## config.mk

```make
export PLATFORM = sky130hd
export DESIGN_NAME = bus_arbiter
export DESIGN_NICKNAME = d
export VERILOG_FILES = /design/src/common/board_pkg.sv /design/src/hdl/bus_arbiter.sv
export SDC_FILE = /design/constraint.sdc
export NUM_CORES = 1
export LEC_CHECK = 0
export ABC_AREA = 1
export CAP_MARGIN = 15
export CELL_PAD_IN_SITES_DETAIL_PLACEMENT = 1
export CELL_PAD_IN_SITES_GLOBAL_PLACEMENT = 2
export CORE_MARGIN = 4
export CORE_UTILIZATION = 22
export CTS_CLUSTER_DIAMETER = 120
export DETAILED_ROUTE_END_ITERATION = 16
export DONT_BUFFER_PORTS = 1
export PLACE_DENSITY = 0.76
export SLEW_MARGIN = 20
export SYNTH_ARGS = -nofsm -noshare
export SYNTH_HDL_FRONTEND = slang
export SYNTH_SLANG_ARGS = --single-unit
```

## constraint.sdc

```tcl
create_clock -name sys_clk -period 3 [get_ports sys_clk]
set_input_delay 0.6 -clock sys_clk [delete_from_list [all_inputs] [get_ports sys_clk]]
set_output_delay 0.6 -clock sys_clk [all_outputs]
set_load 0.02 [all_outputs]
```

## src/common/board_pkg.sv

```systemverilog
package board_pkg;

  // bus geometry
  localparam int addr_width = 12;  // 4k byte space
  localparam int data_width = 16;  // one instruction word

  typedef logic [addr_width-1:0] bus_addr_t;
  typedef logic [data_width-1:0] bus_word_t;

  // one request on the shared bus
  typedef struct packed {
    bus_addr_t addr;
    logic      wr;       // 1 = write
    logic      byt;      // 1 = byte access, data in low byte
    bus_word_t wr_data;
  } bus_req_t;

  // read data, one cycle after the request
  typedef struct packed {
    bus_word_t rd_data;
  } bus_rsp_t;

  // address map
  localparam bus_addr_t io_base       = 12'h080;  // {lcd, led}
  localparam bus_addr_t io_hi         = 12'h081;  // lcd only, from high byte
  localparam bus_addr_t io_window_end = 12'h0ff;  // io window is io_base..here
  localparam bus_addr_t load_base     = 12'h300;  // loader start address

  localparam bus_word_t load_end_word = 16'h7fff;  // end of program marker

  // loader fsm
  typedef enum logic [1:0] {
    ld_high,   // wait for high byte
    ld_low,    // wait for low byte
    ld_write   // word waits for the bus
  } loader_state_t;

  // round robin owner
  typedef enum logic {
    gnt_host,
    gnt_loader
  } grant_t;

endpackage

```

## src/hdl/bus_arbiter.sv

```systemverilog
`timescale 1ns/10ps

module bus_arbiter import board_pkg::*; (
  input  logic     sys_clk,
  input  logic     rst_n,
  input  bus_req_t host_req,
  input  logic     host_valid,
  input  bus_req_t ld_req,
  input  logic     ld_valid,
  input  bus_rsp_t rd_rsp,
  output logic     host_ready,
  output logic     ld_ready,
  output bus_req_t bus_req,
  output logic     bus_valid,
  output bus_rsp_t host_rsp,
  output logic     host_rsp_valid
);

  grant_t last_gnt;   // most recent winner
  grant_t rsp_owner;  // who gets the pending read data
  logic   rsp_pend;   // read accepted last cycle
  logic   gnt_h;
  logic   gnt_l;

  // single grant per cycle, loser of the last tie wins the next one
  always_comb begin
    gnt_h = 1'b0;
    gnt_l = 1'b0;
    if (host_valid && ld_valid) begin
      if (last_gnt == gnt_host)
        gnt_l = 1'b1;
      else
        gnt_h = 1'b1;
    end else begin
      gnt_h = host_valid;  // lone requester goes at once
      gnt_l = ld_valid;
    end
  end

  assign host_ready = gnt_h;
  assign ld_ready   = gnt_l;
  assign bus_valid  = gnt_h || gnt_l;
  assign bus_req    = gnt_l ? ld_req : host_req;

  always_ff @(posedge sys_clk or negedge rst_n) begin
    if (!rst_n) begin
      last_gnt  <= gnt_host;
      rsp_owner <= gnt_host;
      rsp_pend  <= 1'b0;
    end else begin
      if (bus_valid) last_gnt <= gnt_l ? gnt_loader : gnt_host;
      rsp_pend  <= bus_valid && !bus_req.wr;
      rsp_owner <= gnt_l ? gnt_loader : gnt_host;
    end
  end

  // loader never reads, so its responses just fall away
  assign host_rsp       = rd_rsp;
  assign host_rsp_valid = rsp_pend && (rsp_owner == gnt_host);

endmodule

```

==> results.ini <==
[place]
dpl-instance-area_um2=534
dpl_worst_slack_ns=0.807
dp_hpwl_mm=1.79
routabilityCongestion=0.600
port_buffers=0

[clocking]
cts_max_path_buffers=2
cts.sinks=3
ctsHtreeMaxLevel=1
cts_made_buffers=3
cts_resized=0
cts_tree=built
cts_root_buf=clkbuf_4
holdBufCountCts=0
cts_setup_buffers=0
clk_pin_slew_ns=0.04
insertion_delay_ns=0.23

[timing]
setup_ws_ns=0.812
hold_viol_final=0
finalSetupViolCount=0
min_period_ns=2.19
slew_viol_final=0
relSlewSlack_pct=54.3
timing.fmax_mhz=457
rsz0062_at_grt=no
fin_tns_setup_ns=0
finClkSkew_ns=0.000445
fin_crit_sh_pct=72.9
tightest_slew_ns=0.679

[synth]
synth_top_flop_cell=dfrtp_1
synth-seq-cells=3
synth.most_common_cell=nand2_1
yosys_warnings=0
synth_edf_count=0
async_flop_share_pct=100
synthTopCellsByCount=nand2_1 (80), buf_4 (19), nand2_2 (10)
syn_avg_cell_area_um2=5.40
syn_area_um2=681
synth_area_leaders=nand2_1 (44%), buf_4 (21%), dfrtp_1 (11%)
synth_top_area_share_pct=44.1
syn-num-nets=206
synth_cells=126
ys_seq_area_share_pct=11.0
synth_top_area_cell=nand2_1
synth_cell_types=13

[routing]
antenna_left=0
drt-initial-drc-count=10
first_pass_iters=2
drcViolationCount=0
drt-vias-per-instance=4.98
wl_mm=2.14
routedWlPerCell_um=15.4
vias=692

[floorplan]
die_area_mm2=0.00405
die_w_um=63.6
ios=130
chipHeight_um=63.6
start_util_pct=23.9
row_count=19
core_area_mm2=0.00285

[layout]
drive_gt1_share_pct=13.9
num_antenna_cells=0
fin_area_um2=561
area_delta_synth_final_pct=-17.6
fin_nets=189

[worst_setup_path]
worstReg2RegStart=last_gnt
end_kind=primary output
critPathMaxFanout=32
cp.required_ns=2.40
worstSetupPathType=flip-flop to primary output
arrival_ns=1.59
startpoint=last_gnt
worstSetupStartpointType=flip-flop

[pwr]
power.density_mw_per_mm2=437
p_leak_nw=0.354
ir_drop_mv=0.0730

[global_routing]
grt_usage_pct=10.1
gr-total-overflow=0
antenna_found_initial=0
grt_pass1_wl_mm=3.37
grt_max_degree=33
grt_pass1_vias=769

[run_status]
status=completed

[job]
drv_cap=0

[hold_path]
hold_path.class=input port to async pin

[power by group]
group          leakage [nW]  switching [mW]  internal, mW  total, mW
sequential           0.0362         0.00138        0.0443     0.0457
combinational         0.302           0.105        0.0227      0.128
clock                0.0150          0.0214        0.0499     0.0713
[critical path: stages, from the launching register on]
cell and delay, ns:
dfrtp_1 0.38, nand2_2 0.09, nand2_4 0.20, inv_4 0.38, nand2_1 0.10, nand2_1 0.20
[registers in the layout, indices dropped and copies added, names as in the netlist]
name       cells
last_gnt       1
rsp_owner      1
rsp_pend       1
[per-layer routing]
layer  track usage [%]  part of all wire, %
met1              8.56                   31
met2              20.2                   58
met3              2.84                  9.6
met4              5.93                  2.1
met5                 0                    0
[per-stage QoR]
step	instances	total power, mW	util [%]	hold WS (ns)
floorplan	126	0.205	-	0.304
global placement	135	0.172	18.7	0.304
detailed placement	135	0.177	18.7	0.305
CTS	139	0.253	19.6	0.0494
global route	139	0.266	19.6	0.0503
finish	139	0.245	19.6	0.0615
[logic make-up (layout without fill, tap and decap cells)]
logic type / count (synthesis) / in the layout / synth area share (%)
AOI/OAI and AO/OA: 2 / 2 / 1.84
buffers and inverters: 26 / 8 / 29.8
DFF: 3 / 3 / 11.0
and+or+nand+nor: 95 / 95 / 57.4
[cell type report]
class	instances	area [um2]
Tap cell	31	38.8
Inverter	4	17.5
Sequential cell	3	75.1
Multi-Input combinational cell	97	403
Clock buffer	4	26.3
Fill cell	391	2290
[worst paths after layout]
kind                               to  slack, ns  cells past startpoint
setup / recovery           bus_req[7]       0.81                      5
hold / removal              rsp_owner       0.06                      0
setup reg to reg            rsp_owner       1.79                      3
hold reg to reg              last_gnt       0.58                      2
max in group asynchronous    last_gnt       2.87                      0
min in group sys_clk         rsp_pend       0.53                      2
[cell usage in the layout (no fill, tap or decap)]
| master | Yosys | routed |
|---|---|---|
| nand3_1 | 1 | 1 |
| dfrtp_1 | 3 | 3 |
| inv_1 | 3 | 3 |
| nor2_1 | 3 | 3 |
| clkbuf_1 | 0 | 1 |
| a21boi_0 | 1 | 1 |
| o21ai_0 | 1 | 1 |
| inv_4 | 1 | 1 |
| clkbuf_4 | 0 | 3 |
| nand2_1 | 80 | 80 |
| nand2_4 | 1 | 1 |
| nand2_2 | 10 | 10 |
Note: power is estimated with default switching activity, not from simulation.
