`src/common/board_pkg.sv`:
```
package board_pkg;

  // bus geometry
  localparam int addr_width = 12;  // 4k byte space
  localparam int data_width = 16;  // one instruction word

  typedef logic [addr_width-1:0] bus_addr_t;
  typedef logic [data_width-1:0] bus_word_t;

  // one request on the shared bus
  typedef struct packed {
    bus_addr_t addr;
    logic      wr;       // 1 = write
    logic      byt;      // 1 = byte access, data in low byte
    bus_word_t wr_data;
  } bus_req_t;

  // read data, one cycle after the request
  typedef struct packed {
    bus_word_t rd_data;
  } bus_rsp_t;

  // address map
  localparam bus_addr_t io_base       = 12'h080;  // {lcd, led}
  localparam bus_addr_t io_hi         = 12'h081;  // lcd only, from high byte
  localparam bus_addr_t io_window_end = 12'h0ff;  // io window is io_base..here
  localparam bus_addr_t load_base     = 12'h300;  // loader start address

  localparam bus_word_t load_end_word = 16'h7fff;  // end of program marker

  // loader fsm
  typedef enum logic [1:0] {
    ld_high,   // wait for high byte
    ld_low,    // wait for low byte
    ld_write   // word waits for the bus
  } loader_state_t;

  // round robin owner
  typedef enum logic {
    gnt_host,
    gnt_loader
  } grant_t;

endpackage

```
`src/hdl/word_loader.sv`:
```
`timescale 1ns/10ps

module word_loader import board_pkg::*; (
  input  logic            sys_clk,
  input  logic            rst_n,
  input  logic [7:0]      in_byte,
  input  logic            byte_valid,
  input  logic            ld_ready,
  output logic            byte_ready,
  output bus_req_t        ld_req,
  output logic            ld_valid,
  output logic            load_done,
  output bus_word_t [2:0] last_words  // [0] is newest
);

  loader_state_t state;
  logic [7:0]    hi_byte;   // first byte of the pair
  bus_word_t     word_q;    // word waiting for the bus
  bus_addr_t     ld_addr;   // next write address
  bus_word_t     word_in;
  logic          byte_acc;
  logic          word_acc;  // second byte taken this cycle

  assign byte_ready = (state != ld_write);  // stall while write pending
  assign byte_acc   = byte_valid && byte_ready;
  assign word_acc   = byte_acc && (state == ld_low);
  assign word_in    = {hi_byte, in_byte};  // high byte came first
  assign ld_valid   = (state == ld_write);

  // always a word write
  always_comb begin
    ld_req.addr    = ld_addr;
    ld_req.wr      = 1'b1;
    ld_req.byt     = 1'b0;
    ld_req.wr_data = word_q;
  end

  always_ff @(posedge sys_clk or negedge rst_n) begin
    if (!rst_n) begin
      state     <= ld_high;
      ld_addr   <= load_base;
      load_done <= 1'b0;
    end else begin
      case (state)
        ld_high: if (byte_acc) state <= ld_low;
        ld_low: begin
          if (byte_acc) begin
            if (word_in == load_end_word) begin
              // terminator, no write and restart at base
              state     <= ld_high;
              ld_addr   <= load_base;
              load_done <= 1'b1;
            end else begin
              state     <= ld_write;
              load_done <= 1'b0;  // a new program starts
            end
          end
        end
        ld_write: begin
          if (ld_ready) begin
            state   <= ld_high;
            ld_addr <= ld_addr + bus_addr_t'(2);  // next even address
          end
        end
        default: state <= ld_high;
      endcase
    end
  end

  always_ff @(posedge sys_clk) begin
    if (byte_acc && state == ld_high) hi_byte <= in_byte;
    if (word_acc) word_q <= word_in;
  end

  // display history, terminator included
  always_ff @(posedge sys_clk or negedge rst_n) begin
    if (!rst_n)
      last_words <= '0;
    else if (word_acc)
      last_words <= {last_words[1:0], word_in};
  end

endmodule

```
`config.mk`:
```
export PLATFORM = sky130hd
export DESIGN_NAME = word_loader
export DESIGN_NICKNAME = d
export VERILOG_FILES = /design/src/common/board_pkg.sv /design/src/hdl/word_loader.sv
export SDC_FILE = /design/constraint.sdc
export NUM_CORES = 1
export LEC_CHECK = 0
export BUFFER_PORTS_ARGS = -buffer_cell sky130_fd_sc_hd__buf_2
export CORE_ASPECT_RATIO = 0.75
export CORE_MARGIN = 3
export CORE_UTILIZATION = 51
export CTS_CLUSTER_SIZE = 12
export DETAILED_ROUTE_END_ITERATION = 16
export GPL_TIMING_DRIVEN = 0
export PLACE_DENSITY_LB_ADDON = 0.15
export SYNTH_ARGS = -nofsm -noshare
export SYNTH_HDL_FRONTEND = slang
export SYNTH_SLANG_ARGS = --single-unit
```
`constraint.sdc`:
```
create_clock -name sys_clk -period 2.9 [get_ports sys_clk]
set_clock_uncertainty 0.15 [all_clocks]
set_input_delay 0.435 -clock sys_clk [delete_from_list [all_inputs] [get_ports sys_clk]]
set_output_delay 0.435 -clock sys_clk [all_outputs]
set_load 0.02 [all_outputs]
```
==> results by group <==
Global route
  • First-pass GRT wire length: 11900 um
  • Gr usage total: 20.1%
  • Initial antenna violation count: 0
  • Grt ovf: 0
  • Vias in the first global route: 2300
  • Largest net degree at the start of global routing: 63

Synthesis
  • Synth area leader: dfrtp_1
  • Mux cell area share after synthesis: 0.637%
  • Ys async rst share: 72.1%
  • Top_reg_cell synth: dfrtp_1
  • List of most frequent post-synthesis cells: nand2_1 (152), dfrtp_1 (60), edfxtp_1 (24)
  • Compound-Gate Fraction of Synth Area: 4.53%
  • Netlist cell types: 42
  • Synthesized cell area: 0.00334 mm2
  • Post-synth EDFFs: 24
  • Top-count cell post-synth: nand2_1
  • Cells after Synth: 315
  • Main combinational cell family by area after synthesis: simple AND/OR/NAND/NOR gates
  • Flops & latches, synth: 86
  • Synthesized area per cell: 10.6 um2
  • Ranking of synthesized cells by area: dfrtp_1 (45%), edfxtp_1 (22%), nand2_1 (17%)
  • Post-synth top area share: 45.0%
  • Sequential-to-total area share from yosys stat: 68.1%
  • Warnings from Yosys: 0
  • Post-Synth Simple-Gate Area: 23.0%
  • Post-Synth XOR/XNOR Area: 0.262%
  • Post-Synth Adder-Cell Area: 0.375%

Final layout
  • Util after Layout: 67.4%
  • Antenna Cells: 0
  • Fillers: 512
  • Share of layout cells above drive strength 1: 28.5%
  • Area delta synth->final: 22.5%
  • Layout Nets: 429
  • Layout Cells excl Fill: 499

Place
  • Routability cong.: 0.806
  • Placed cell count: 483
  • I/O Buffers: 89
  • HPWL Detailed: 5280 um

Timing
  • Slew Viols, Final: 0
  • Fraction of the cycle the final worst path needs: 84.0%
  • Final TNS setup: 0 ps
  • Hold WS: 9.32 ps
  • Endpoints failing hold: 0
  • Tmin final: 2440 ps
  • RSZ-0062 raised after global routing: no
  • Slew HR: 18.3%
  • Max Clock Freq: 411 MHz
  • Worst Tran Pin Value: 1230 ps
  • Final setup vio count: 0

Routing
  • Vias: 2482
  • Iteration-0 DRC count of the detailed router: 160
  • Final wirelength: 7370 um
  • ANT nets after route: 0
  • # DRC: 0
  • Vias/cell: 4.97
  • Avg WL per Cell: 14.8 um
  • Drt pass-1 iters: 4

Worst setup path
  • CP Capture Type: flip-flop
  • Reg2reg path depth: 3
  • R2r setup slk: 460 ps
  • Reg2Reg Capture Point: word_q[10]
  • Reg2Reg Launch Point: state[1]
  • CP Launch Point: state[1]
  • CP required: 2710 ps
  • WS Path Type: reg2reg
  • Worst-path fanout max: 25
  • Worst setup path end: word_q[10]
  • Critical Path Start Type: flip-flop
  • Crit path DAT: 2250 ps

CTS
  • CTS Buffer Depth: 2
  • Inserted Clock Buffers: 9
  • Clock root buffer master: clkbuf_8
  • CTS-repair resized insts: 0
  • CTS H-tree lvls: 3
  • Post-CTS setup buffers: 0
  • Worst skew pair latency: 340 ps
  • Clock-pin slew on the worst setup and hold paths: 80 ps
  • Num Clock Sinks: 86
  • TritonCTS clock tree: done
  • Hold_buf cts: 0

Floorplan
  • Core area: 0.00607 mm2
  • Initial Util: 55.1%
  • Die X: 99.4 um
  • Row count: 24
  • I/O pin cnt: 93
  • Die H: 76.1 um
  • Die ar.: 0.00757 mm2

Power and ir drop
  • Worst vdd ir: 0.000573 V
  • Pwr dens: 1080 mW/mm2
  • Power Total: 4.43 mW
  • Lkg Pwr: 2.13 nW

Worst hold path
  • Worst hold path class: in2async

Run status
  • Outcome: finished, final reports clean

Flow run
  • Max Cap Violations: 0
-- routing by layer --
layer	global-route usage [%]	part of all wire, %	vias up
met2	27.8	41	86
met5	0	0	-
li1	-	-	1227
met3	4.94	7.3	2
met1	31.6	51	1167
met4	5.73	0.34	0
-- critical path, cell delays in order (launching register included) --
cell	delay, ps
dfrtp_1	440
nand3b_2	380
inv_2	170
clkbuf_1	920
-- sequential cells by signal (all words and copies together) (netlist names) --
signal and count:
hi_byte 8, last_words 48, ld_addr 11, load_done 1, state 2, word_q 16
-- stage by stage --
stage	area, um2	setup WS, ps
6_report	4090	465
4_1_cts	4090	475
3_3_place_gp	3890	525
5_1_grt	4090	270
2_1_floorplan	3340	914
3_5_place_dp	3890	486
-- layout make-up --
type | instances | area (um2) | share of cell area [%]
tap | 78 | 97.6 | 2.39
clock buffer | 10 | 131 | 3.21
inverter | 4 | 15.0 | 0.367
sequential | 86 | 2270 | 55.6
buffer | 16 | 78.8 | 1.93
timing repair buffer | 89 | 448 | 11.0
clock inverter | 6 | 70.1 | 1.71
multi-input combinational | 210 | 975 | 23.8
-- cells by family after synthesis --
kind of cell,Yosys count
AND/OR/NAND/NOR,183
flip-flops,86
AO/OA/AOI/OAI,20
buffers and inverters,20
other,2
multiplexers,2
adder cells (fa/ha/maj),1
XOR/XNOR,1
-- layout by cell type (no fill, tap or decap), types with 2 or more instances in the layout --
cell type  Yosys  final
a21o_2         3      3
a21oi_1        3      3
and3_1         3      3
buf_2          0     88
buf_4          3      4
clkbuf_1      12     12
clkbuf_8       0      9
clkinv_4       0      2
conb_1         2      3
dfrtp_1       60     60
dfstp_2        2      2
edfxtp_1      24     24
inv_1          3      3
nand2_1      152    152
nand2b_1       3      3
nand3_1        5      5
nand4_1        4      4
nor2_1         3      3
nor3b_1        2      2
nor4_1         3      3
o211ai_1       3      3
o21ai_0        2      2
-- how the worst min path moves through the flow --
stage                    from              to  slack [ps]
6_report                rst_n      ld_addr[2]           9
5_1_grt                 rst_n  last_words[33]          50
4_1_cts              ld_ready        state[1]         140
3_5_place_dp   last_words[43]  last_words[43]         310
3_3_place_gp   last_words[46]  last_words[46]         300
2_1_floorplan           rst_n   last_words[0]         -10
-- report_power, final --
group          switching, mW  internal [mW]  total, mW
Clock                  0.425          0.414      0.840
Sequential             0.313           1.68       2.00
Combinational           1.07          0.517       1.59
Power figures use the tool's default switching activity.
