<file path="src/common/board_pkg.sv">
package board_pkg;

  // bus geometry
  localparam int addr_width = 12;  // 4k byte space
  localparam int data_width = 16;  // one instruction word

  typedef logic [addr_width-1:0] bus_addr_t;
  typedef logic [data_width-1:0] bus_word_t;

  // one request on the shared bus
  typedef struct packed {
    bus_addr_t addr;
    logic      wr;       // 1 = write
    logic      byt;      // 1 = byte access, data in low byte
    bus_word_t wr_data;
  } bus_req_t;

  // read data, one cycle after the request
  typedef struct packed {
    bus_word_t rd_data;
  } bus_rsp_t;

  // address map
  localparam bus_addr_t io_base       = 12'h080;  // {lcd, led}
  localparam bus_addr_t io_hi         = 12'h081;  // lcd only, from high byte
  localparam bus_addr_t io_window_end = 12'h0ff;  // io window is io_base..here
  localparam bus_addr_t load_base     = 12'h300;  // loader start address

  localparam bus_word_t load_end_word = 16'h7fff;  // end of program marker

  // loader fsm
  typedef enum logic [1:0] {
    ld_high,   // wait for high byte
    ld_low,    // wait for low byte
    ld_write   // word waits for the bus
  } loader_state_t;

  // round robin owner
  typedef enum logic {
    gnt_host,
    gnt_loader
  } grant_t;

endpackage

</file>
<file path="src/hdl/io_regs.sv">
`timescale 1ns/10ps

module io_regs import board_pkg::*; (
  input  logic       sys_clk,
  input  logic       rst_n,
  input  bus_req_t   bus_req,
  input  logic       bus_valid,
  input  bus_word_t  ram_word,
  output logic       ram_wr_en,
  output bus_rsp_t   rd_rsp,
  output logic [7:0] io_led,
  output logic [7:0] io_lcd,
  output bus_addr_t  last_addr
);

  logic in_win;  // request falls in the io window
  logic bus_wr;

  assign in_win    = (bus_req.addr >= io_base) && (bus_req.addr <= io_window_end);
  assign bus_wr    = bus_valid && bus_req.wr;
  assign ram_wr_en = bus_wr && !in_win;  // io space never reaches the ram

  always_ff @(posedge sys_clk or negedge rst_n) begin
    if (!rst_n) begin
      io_led <= 8'h00;
      io_lcd <= 8'h00;
    end else if (bus_wr && bus_req.addr == io_base) begin
      if (bus_req.byt)
        io_led <= bus_req.wr_data[7:0];  // byte write, led only
      else
        {io_lcd, io_led} <= bus_req.wr_data;
    end else if (bus_wr && bus_req.addr == io_hi) begin
      io_lcd <= bus_req.wr_data[15:8];
    end
  end

  // address of the accepted request, lines up with the ram read
  always_ff @(posedge sys_clk or negedge rst_n) begin
    if (!rst_n)
      last_addr <= '0;
    else if (bus_valid)
      last_addr <= bus_req.addr;
  end

  // read mux
  always_comb begin
    if (last_addr == io_base || last_addr == io_hi)
      rd_rsp.rd_data = {io_lcd, io_led};
    else if (last_addr >= io_base && last_addr <= io_window_end)
      rd_rsp.rd_data = '0;  // empty io space
    else
      rd_rsp.rd_data = ram_word;
  end

endmodule

</file>
<file path="config.mk">
export PLATFORM = sky130hd
export DESIGN_NAME = io_regs
export DESIGN_NICKNAME = d
export VERILOG_FILES = /design/src/common/board_pkg.sv /design/src/hdl/io_regs.sv
export SDC_FILE = /design/constraint.sdc
export NUM_CORES = 1
export LEC_CHECK = 0
export BUFFER_PORTS_ARGS = -buffer_cell sky130_fd_sc_hd__buf_2
export CAP_MARGIN = 25
export CORE_MARGIN = 4
export CORE_UTILIZATION = 42
export DETAILED_ROUTE_END_ITERATION = 12
export PLACE_DENSITY = 0.82
export SLEW_MARGIN = 20
export SYNTH_ARGS = -nofsm -noshare
export SYNTH_HDL_FRONTEND = slang
export SYNTH_SLANG_ARGS = --single-unit
</file>
<file path="constraint.sdc">
create_clock -name sys_clk -period 2.6 [get_ports sys_clk]
set_clock_uncertainty 0.05 [all_clocks]
set_input_delay 0.26 -clock sys_clk [delete_from_list [all_inputs] [get_ports sys_clk]]
set_output_delay 0.26 -clock sys_clk [all_outputs]
set_load 0.005 [all_outputs]
</file>
==> qor.yml, run 1 <==
grt_pass1_vias: 1204
start_util_pct: 45.5
setup_viol: 0
finalCritPeriodShare_pct: 87.5
rsz0062_at_grt: "false"
drt-total-wl_um: 3380
grt_start_max_net_pins: 29
die_w_um: 63.8
cts_setup_buffers: 0
clock_latency_ns: 0.32
max-vdd-ir-drop_uv: 266
criticalPathCategory: "reg -> out"
routed-via-count: 1130
core_mm2: 0.00288
area_growth_pct: 43.1
ys_ff_latch: 28
drc: 0
antenna_left: 0
p_leak_nw: 1.02
powerDensity_mw_per_mm2: 437
cts_buffers: 3
relSlewSlack_pct: 57.3
maxCapViolations: 0
post-route-util_pct: 65.1
nets: 236
syn_avg_cell_area_um2: 14.7
drt_iter0_markers: 18
drive_gt1_share_pct: 71.0
hold_violations: 0
swShare_pct: 23.8
viasPerCell: 4.96
grt_pass1_wl_um: 5530
yosysSeqAreaShare_pct: 53.5
first_pass_iters: 2
end_kind: "output pin"
synthCells: 89
die_area_mm2: 0.00407
fmax_ghz: 0.440
grt_overflow: 0
route.detailed.wl_per_inst_um: 14.8
hold_depth: 2
internal-power_mw: 0.624
cts_resized: 0
whs_ns: 0.105
die_h_um: 63.8
cts_tree: "yes"
cts.sinks: 28
io_pins: 94
pwr-share-clk_pct: 25.0
antenna_found_initial: 0
seqPwrFrac_pct: 57.5
yosys_warnings: 0
port-buffer-count: 93
worst_pin_slew_ns: 0.641
clk_pin_slew_worst_paths_ns: 0.14
hold_class: "in -> reg"
comb_power_share_pct: 17.5
synthDistinctLibCells: 17
path_max_fanout: 16
synth_fp_nets: 138
num_rows: 19
run_status: "completed"
root_buffer: "clkbuf_4"
worstPathArrival_ns: 1.96
setup_tns_ns: 0
syn_area_mm2: 0.00131
critPathRequiredTime_ns: 2.29
n_antenna_cell: 0
rr_worst_depth: 1
period_minus_slack_ns: 2.27
netlist.top_cell.by_area: "dfrtp_1"
power_mw: 0.819
grt_usage_pct: 16.8
gp_congestion: 0.758
cts_max_path_buffers: 2
ctsHtreeMaxLevel: 1
start_kind: "flop"
report.final.slew_viol_count: 0
synth_top_cell_area_share_pct: 53.5
synth.area.top_cells: "dfrtp_1, mux2_2, a22o_1, nor4_4, a2111oi_4"
p_switching_mw: 0.195
-- per-layer routing --
layer	GRT usage (%)	routed length, µm
met1	18.1	1250
met2	31.4	1680
met3	5.43	421
met4	4.31	29
met5	0	0
-- synth_stat cells --
library cell / instances
inv_1: 1
dfrtp_1: 28
nand4_2: 1
a22o_1: 16
buf_1: 1
a2111oi_4: 1
buf_4: 1
nor4_1: 1
mux2_2: 28
or3_1: 1
nor4_4: 2
nand2_1: 2
clkbuf_1: 1
nor3_2: 1
nor2_1: 2
or4_1: 1
a31oi_1: 1
-- worst max-delay path, stage by stage (launching register included) --
cell	delay [ns]
dfrtp_1	0.42
or4_1	0.58
nor4_4	0.14
buf_4	0.25
a22o_1	0.15
buf_2	0.11
-- worst paths after layout --
kind	slack, ns	startpoint	to
setup / recovery	0.33	last_addr[1]	rd_rsp[8]
min in group asynchronous	0.41	rst_n	io_lcd[3]
max in group asynchronous	1.69	rst_n	last_addr[10]
hold / removal	0.11	bus_req[15]	io_lcd[7]
setup reg to reg	1.73	last_addr[3]	last_addr[3]
hold reg to reg	0.48	last_addr[0]	last_addr[0]
-- power by group through the flow --
stage	Sequential [mW]	Clock [mW]	Combinational [mW]
3_3_place_gp	0.477	0	0.142
4_1_cts	0.471	0.212	0.146
6_report	0.471	0.205	0.143
3_5_place_dp	0.480	0	0.145
2_1_floorplan	0.479	0	0.0527
5_1_grt	0.474	0.236	0.160
-- stage by stage --
step	cell area, µm²	cells	setup WS (ns)
2_1_floorplan	1310	89	0.728
3_3_place_gp	1830	223	0.677
3_5_place_dp	1830	223	0.586
4_1_cts	1870	228	0.293
5_1_grt	1870	228	0.111
6_report	1870	228	0.326
-- logic make-up after synthesis --
| logic type | count (synthesis) | share of synthesized area [%] |
|---|---|---|
| mux | 28 | 24.1 |
| flops | 28 | 53.5 |
| compound gates | 18 | 13.3 |
| simple gates | 11 | 7.65 |
| buf+inv | 4 | 1.43 |
-- sequential cells by signal, indices dropped and copies added, names as in the netlist --
register and flops:
io_lcd 8, last_addr 12, io_led 8
-- cells in the final DEF (no fill, tap or decap), drive strengths merged --
cell / n
or4: 1
or3: 1
dlygate4sd3: 1
a2111oi: 1
nand2: 2
nand4: 1
a31oi: 1
buf: 95
dfrtp: 28
nor4: 3
a22o: 16
mux2: 28
nor2: 2
clkbuf: 4
nor3: 1
inv: 1
-- cell type report --
class | instances | area [µm²]
repair buffers | 96 | 490
multi-input cells | 57 | 589
clock buffers | 4 | 36.3
inverters | 1 | 3.75
well taps | 42 | 52.6
fillers | 239 | 1000
flip-flops and latches | 28 | 701
-- what timing repair did --
| action | in CTS | in global routing |
|---|---|---|
| hold buffers | 1 | 0 |
| endpoints found under the hold margin | 28 | 0 |
| endpoints found under the setup margin | 0 | 0 |
Power figures use the tool's default switching activity.
==> run 2, diff against run 1 <==
--- a/config.mk
+++ b/config.mk
@@ -10,6 +10,7 @@
 export CORE_MARGIN = 4
 export CORE_UTILIZATION = 42
 export DETAILED_ROUTE_END_ITERATION = 12
+export MAX_ROUTING_LAYER = met4
 export PLACE_DENSITY = 0.82
 export SLEW_MARGIN = 20
 export SYNTH_ARGS = -nofsm -noshare
==> qor.yml, run 2 (synthesis results as in run 1) <==
report.final.slew_viol_count: 0
final_cell_mix: "buf_2, mux2_2, dfrtp_1"
max-vdd-ir-drop_uv: 266
rsz0062_at_grt: "false"
area_growth_pct: 43.1
seqPwrFrac_pct: 57.5
fin_ws_ns: 0.326
root_buffer: "clkbuf_4"
fmax_ghz: 0.440
antenna_found_initial: 0
powerDensity_mw_per_mm2: 437
r2r_slack_ns: 1.73
cts.sinks: 28
cts_buffers: 3
relSlewSlack_pct: 57.3
maxCapViolations: 0
fillers: 239
r2r_end: "last_addr[3]"
cts_max_path_buffers: 2
whs_ns: 0.105
die_area_mm2: 0.00407
p_leak_nw: 1.02
nets: 236
die_h_um: 63.8
period_minus_slack_ns: 2.27
num_rows: 19
cts_setup_buffers: 0
top_regs: "last_addr (12), io_lcd (8), io_led (8)"
largest_reg_flops: 12
grt_usage_pct: 17.3
setup_viol: 0
drive_gt1_share_pct: 71.0
place_ws_ns: 0.586
clock_latency_ns: 0.32
hold_start: "bus_req[15]"
setup_tns_ns: 0
worstPathArrival_ns: 1.96
grt_pass1_vias: 1204
hold_depth: 2
grt_pass1_wl_um: 5530
start_kind: "flop"
worst_pin_slew_ns: 0.641
start_util_pct: 45.5
seq_area_um2: 701
criticalPathCategory: "reg -> out"
finalCritPeriodShare_pct: 87.5
internal-power_mw: 0.624
p_switching_mw: 0.195
end_kind: "output pin"
drt_iter0_markers: 23
hold_class: "in -> reg"
final_common_cell: "buf_2"
hold_violations: 0
run_status: "completed"
worstHoldEndpoint: "io_lcd[7]"
multiInputGateArea_um2: 589
path_max_fanout: 16
r2r-start: "last_addr[3]"
drt-total-wl_um: 3380
ctsHtreeMaxLevel: 1
cts_tree: "yes"
swShare_pct: 23.8
pwr-share-clk_pct: 25.0
comb_power_share_pct: 17.5
critPathRequiredTime_ns: 2.29
drc: 0
routed-via-count: 1132
antenna_left: 0
io_pins: 94
clk_pin_slew_worst_paths_ns: 0.14
core_mm2: 0.00288
gp_congestion: 0.768
rr_worst_depth: 1
grt_start_max_net_pins: 29
route.detailed.wl_per_inst_um: 14.8
die_w_um: 63.8
grt_overflow: 0
first_pass_iters: 2
n_antenna_cell: 0
viasPerCell: 4.96
regMostFlops: "last_addr"
port-buffer-count: 93
[run 2: cell counts in the layout (fill, tap and decap cells not counted)]
No cell type changed its count.
[run 2: worst max-delay path by stage]
| stage | startpoint | endpoint | slack, ns | cells past startpoint |
|---|---|---|---|---|
| 2_1_floorplan | last_addr[1] | rd_rsp[0] | 0.73 | 4 |
| 3_3_place_gp | bus_req[23] | io_lcd[7] | 0.68 | 5 |
| 3_5_place_dp | bus_valid | io_lcd[4] | 0.59 | 4 |
| 4_1_cts | last_addr[11] | rd_rsp[12] | 0.29 | 6 |
| 5_1_grt | last_addr[11] | rd_rsp[8] | 0.11 | 6 |
| 6_report | last_addr[1] | rd_rsp[8] | 0.33 | 5 |
[run 2: worst max-delay path, cell delays in order (launching register included)]
cell,delay [ns]
dfrtp_1,0.42
or4_1,0.58
nor4_4,0.14
buf_4,0.25
a22o_1,0.15
buf_2,0.11
[run 2: cell type report]
type,count,area share [%]
multi-input cells,57,31.5
well taps,42,2.81
inverters,1,0.200
clock buffers,4,1.94
flip-flops and latches,28,37.4
repair buffers,96,26.2
[run 2: metal layers]
metal  global-route usage (%)  vias up  wire (µm)
met5                        -        -          0
li1                         -      541          -
met4                     4.31        0         29
met3                     4.90        3        390
met1                     18.4      516       1280
met2                     31.4       72       1680
[run 2: stage by stage]
stage	power (mW)	utilization [%]	std cells	area, µm²
floorplan	0.532	-	89	1310
global placement	0.620	63.5	223	1830
detailed placement	0.624	63.5	223	1830
CTS	0.830	65.1	228	1870
global route	0.870	65.1	228	1870
finish	0.819	65.1	228	1870
[run 2: repair_timing]
action,4_1_cts,5_1_grt
gates resized for setup,0,0
hold buffers,1,0
endpoints found under the hold margin,28,0
[run 2: power by group through the flow]
stage	Sequential, mW	Clock [mW]	Combinational [mW]
finish	0.471	0.205	0.143
global route	0.474	0.236	0.160
CTS	0.471	0.212	0.146
detailed placement	0.480	0	0.145
global placement	0.477	0	0.142
floorplan	0.479	0	0.0527
==> run 3, diff against run 2 <==
--- a/config.mk
+++ b/config.mk
@@ -9,6 +9,7 @@
 export CAP_MARGIN = 25
 export CORE_MARGIN = 4
 export CORE_UTILIZATION = 42
+export CTS_BUF_LIST = sky130_fd_sc_hd__clkbuf_4
 export DETAILED_ROUTE_END_ITERATION = 12
 export MAX_ROUTING_LAYER = met4
 export PLACE_DENSITY = 0.82
==> qor.yml, run 3 (synthesis results as in run 1) <==
run_status: "completed"
grt_usage_pct: 17.6
grt_pass1_wl_um: 5550
final_common_cell: "buf_2"
dp.cells: 223
highest_layer: "met4"
dr_wl_met2_um: 1680
end_kind: "output pin"
worstPathArrival_ns: 1.96
antenna_left: 0
criticalPathCategory: "reg -> out"
clk_pin_slew_worst_paths_ns: 0.14
ctsHtreeMaxLevel: 1
power_mw: 0.785
n_antenna_cell: 0
grt_start_max_net_pins: 29
cts.sinks: 28
worst_pin_slew_ns: 0.645
report.final.slew_viol_count: 0
powerDensity_mw_per_mm2: 421
core_mm2: 0.00288
cts_setup_buffers: 0
die_area_mm2: 0.00407
cts_tree: "yes"
largest_reg_flops: 12
area_growth_pct: 42.4
clock_latency_ns: 0.31
hold_violations: 0
route.detailed.wl_per_inst_um: 14.8
grt_overflow: 0
finalCritPeriodShare_pct: 87.2
routed-via-count: 1131
drt-total-wl_um: 3380
cts_max_path_buffers: 2
gp_congestion: 0.768
antenna_found_initial: 0
drt_iter0_markers: 17
fin_area_mm2: 0.00186
relSlewSlack_pct: 57.0
cts_resized: 0
placed_area_mm2: 0.00183
path_max_fanout: 16
die_h_um: 63.8
top_regs: "last_addr (12), io_lcd (8), io_led (8)"
grt_pass1_vias: 1202
wl_met3_um: 382
max-vdd-ir-drop_uv: 257
die_w_um: 63.8
drive_gt1_share_pct: 70.4
regMostFlops: "last_addr"
start_util_pct: 45.5
start_kind: "flop"
r2r-start: "last_addr[3]"
p_leak_nw: 1.01
maxCapViolations: 0
setup_tns_ns: 0
port-buffer-count: 93
hold_class: "in -> reg"
io_pins: 94
instances_no_fill: 228
wl_met1_um: 1270
cts_hold_buffers: 1
cts_buffers: 3
setup_viol: 0
rsz0062_at_grt: "false"
first_pass_iters: 2
critPathRequiredTime_ns: 2.29
num_rows: 19
drc: 0
whs_ns: 0.113
period_minus_slack_ns: 2.27
root_buffer: "clkbuf_4"
nets: 236
fmax_ghz: 0.441
final_cell_mix: "buf_2, mux2_2, dfrtp_1"
viasPerCell: 4.96
critPathLaunch: "last_addr[1]"
hold_start: "bus_req[15]"
[run 3: worst paths after layout]
check | slack (ns) | depth (start not counted) | end
setup / recovery | 0.33 | 5 | rd_rsp[8]
hold / removal | 0.11 | 2 | io_lcd[7]
setup reg to reg | 1.73 | 1 | last_addr[3]
hold reg to reg | 0.48 | 1 | last_addr[0]
max in group asynchronous | 1.69 | 2 | last_addr[10]
min in group asynchronous | 0.42 | 2 | io_lcd[3]
[run 3: layer usage]
layer	vias to the layer above	global-route usage (%)
met5	-	-
met4	0	5.93
met3	4	5.43
met2	69	31.1
met1	515	18.5
li1	543	-
[run 3: critical path, stage by stage (launching register included)]
cell and delay (ns):
dfrtp_1 0.42, or4_1 0.58, nor4_4 0.14, buf_4 0.25, a22o_1 0.15, buf_2 0.11
[run 3: power breakdown]
group	switching [mW]	internal [mW]	leakage, nW
Sequential	0.0162	0.455	0.364
Combinational	0.0599	0.0833	0.632
Clock	0.114	0.0561	0.0154
Total	0.190	0.594	1.01
[run 3: metrics by stage]
step / utilization, % / worst slack, ns
after global routing: 64.8 / 0.112
after detailed placement: 63.5 / 0.586
after global placement: 63.5 / 0.677
final: 64.8 / 0.333
after CTS: 64.8 / 0.300
after floorplan: - / 0.728
[run 3: final cells by class]
| class | count | area [µm²] |
|---|---|---|
| inverters | 1 | 3.75 |
| multi-input cells | 57 | 589 |
| repair buffers | 96 | 490 |
| well taps | 42 | 52.6 |
| flip-flops and latches | 28 | 701 |
| clock buffers | 3 | 22.5 |
| clock inverters | 1 | 3.75 |
| fillers | 240 | 1010 |
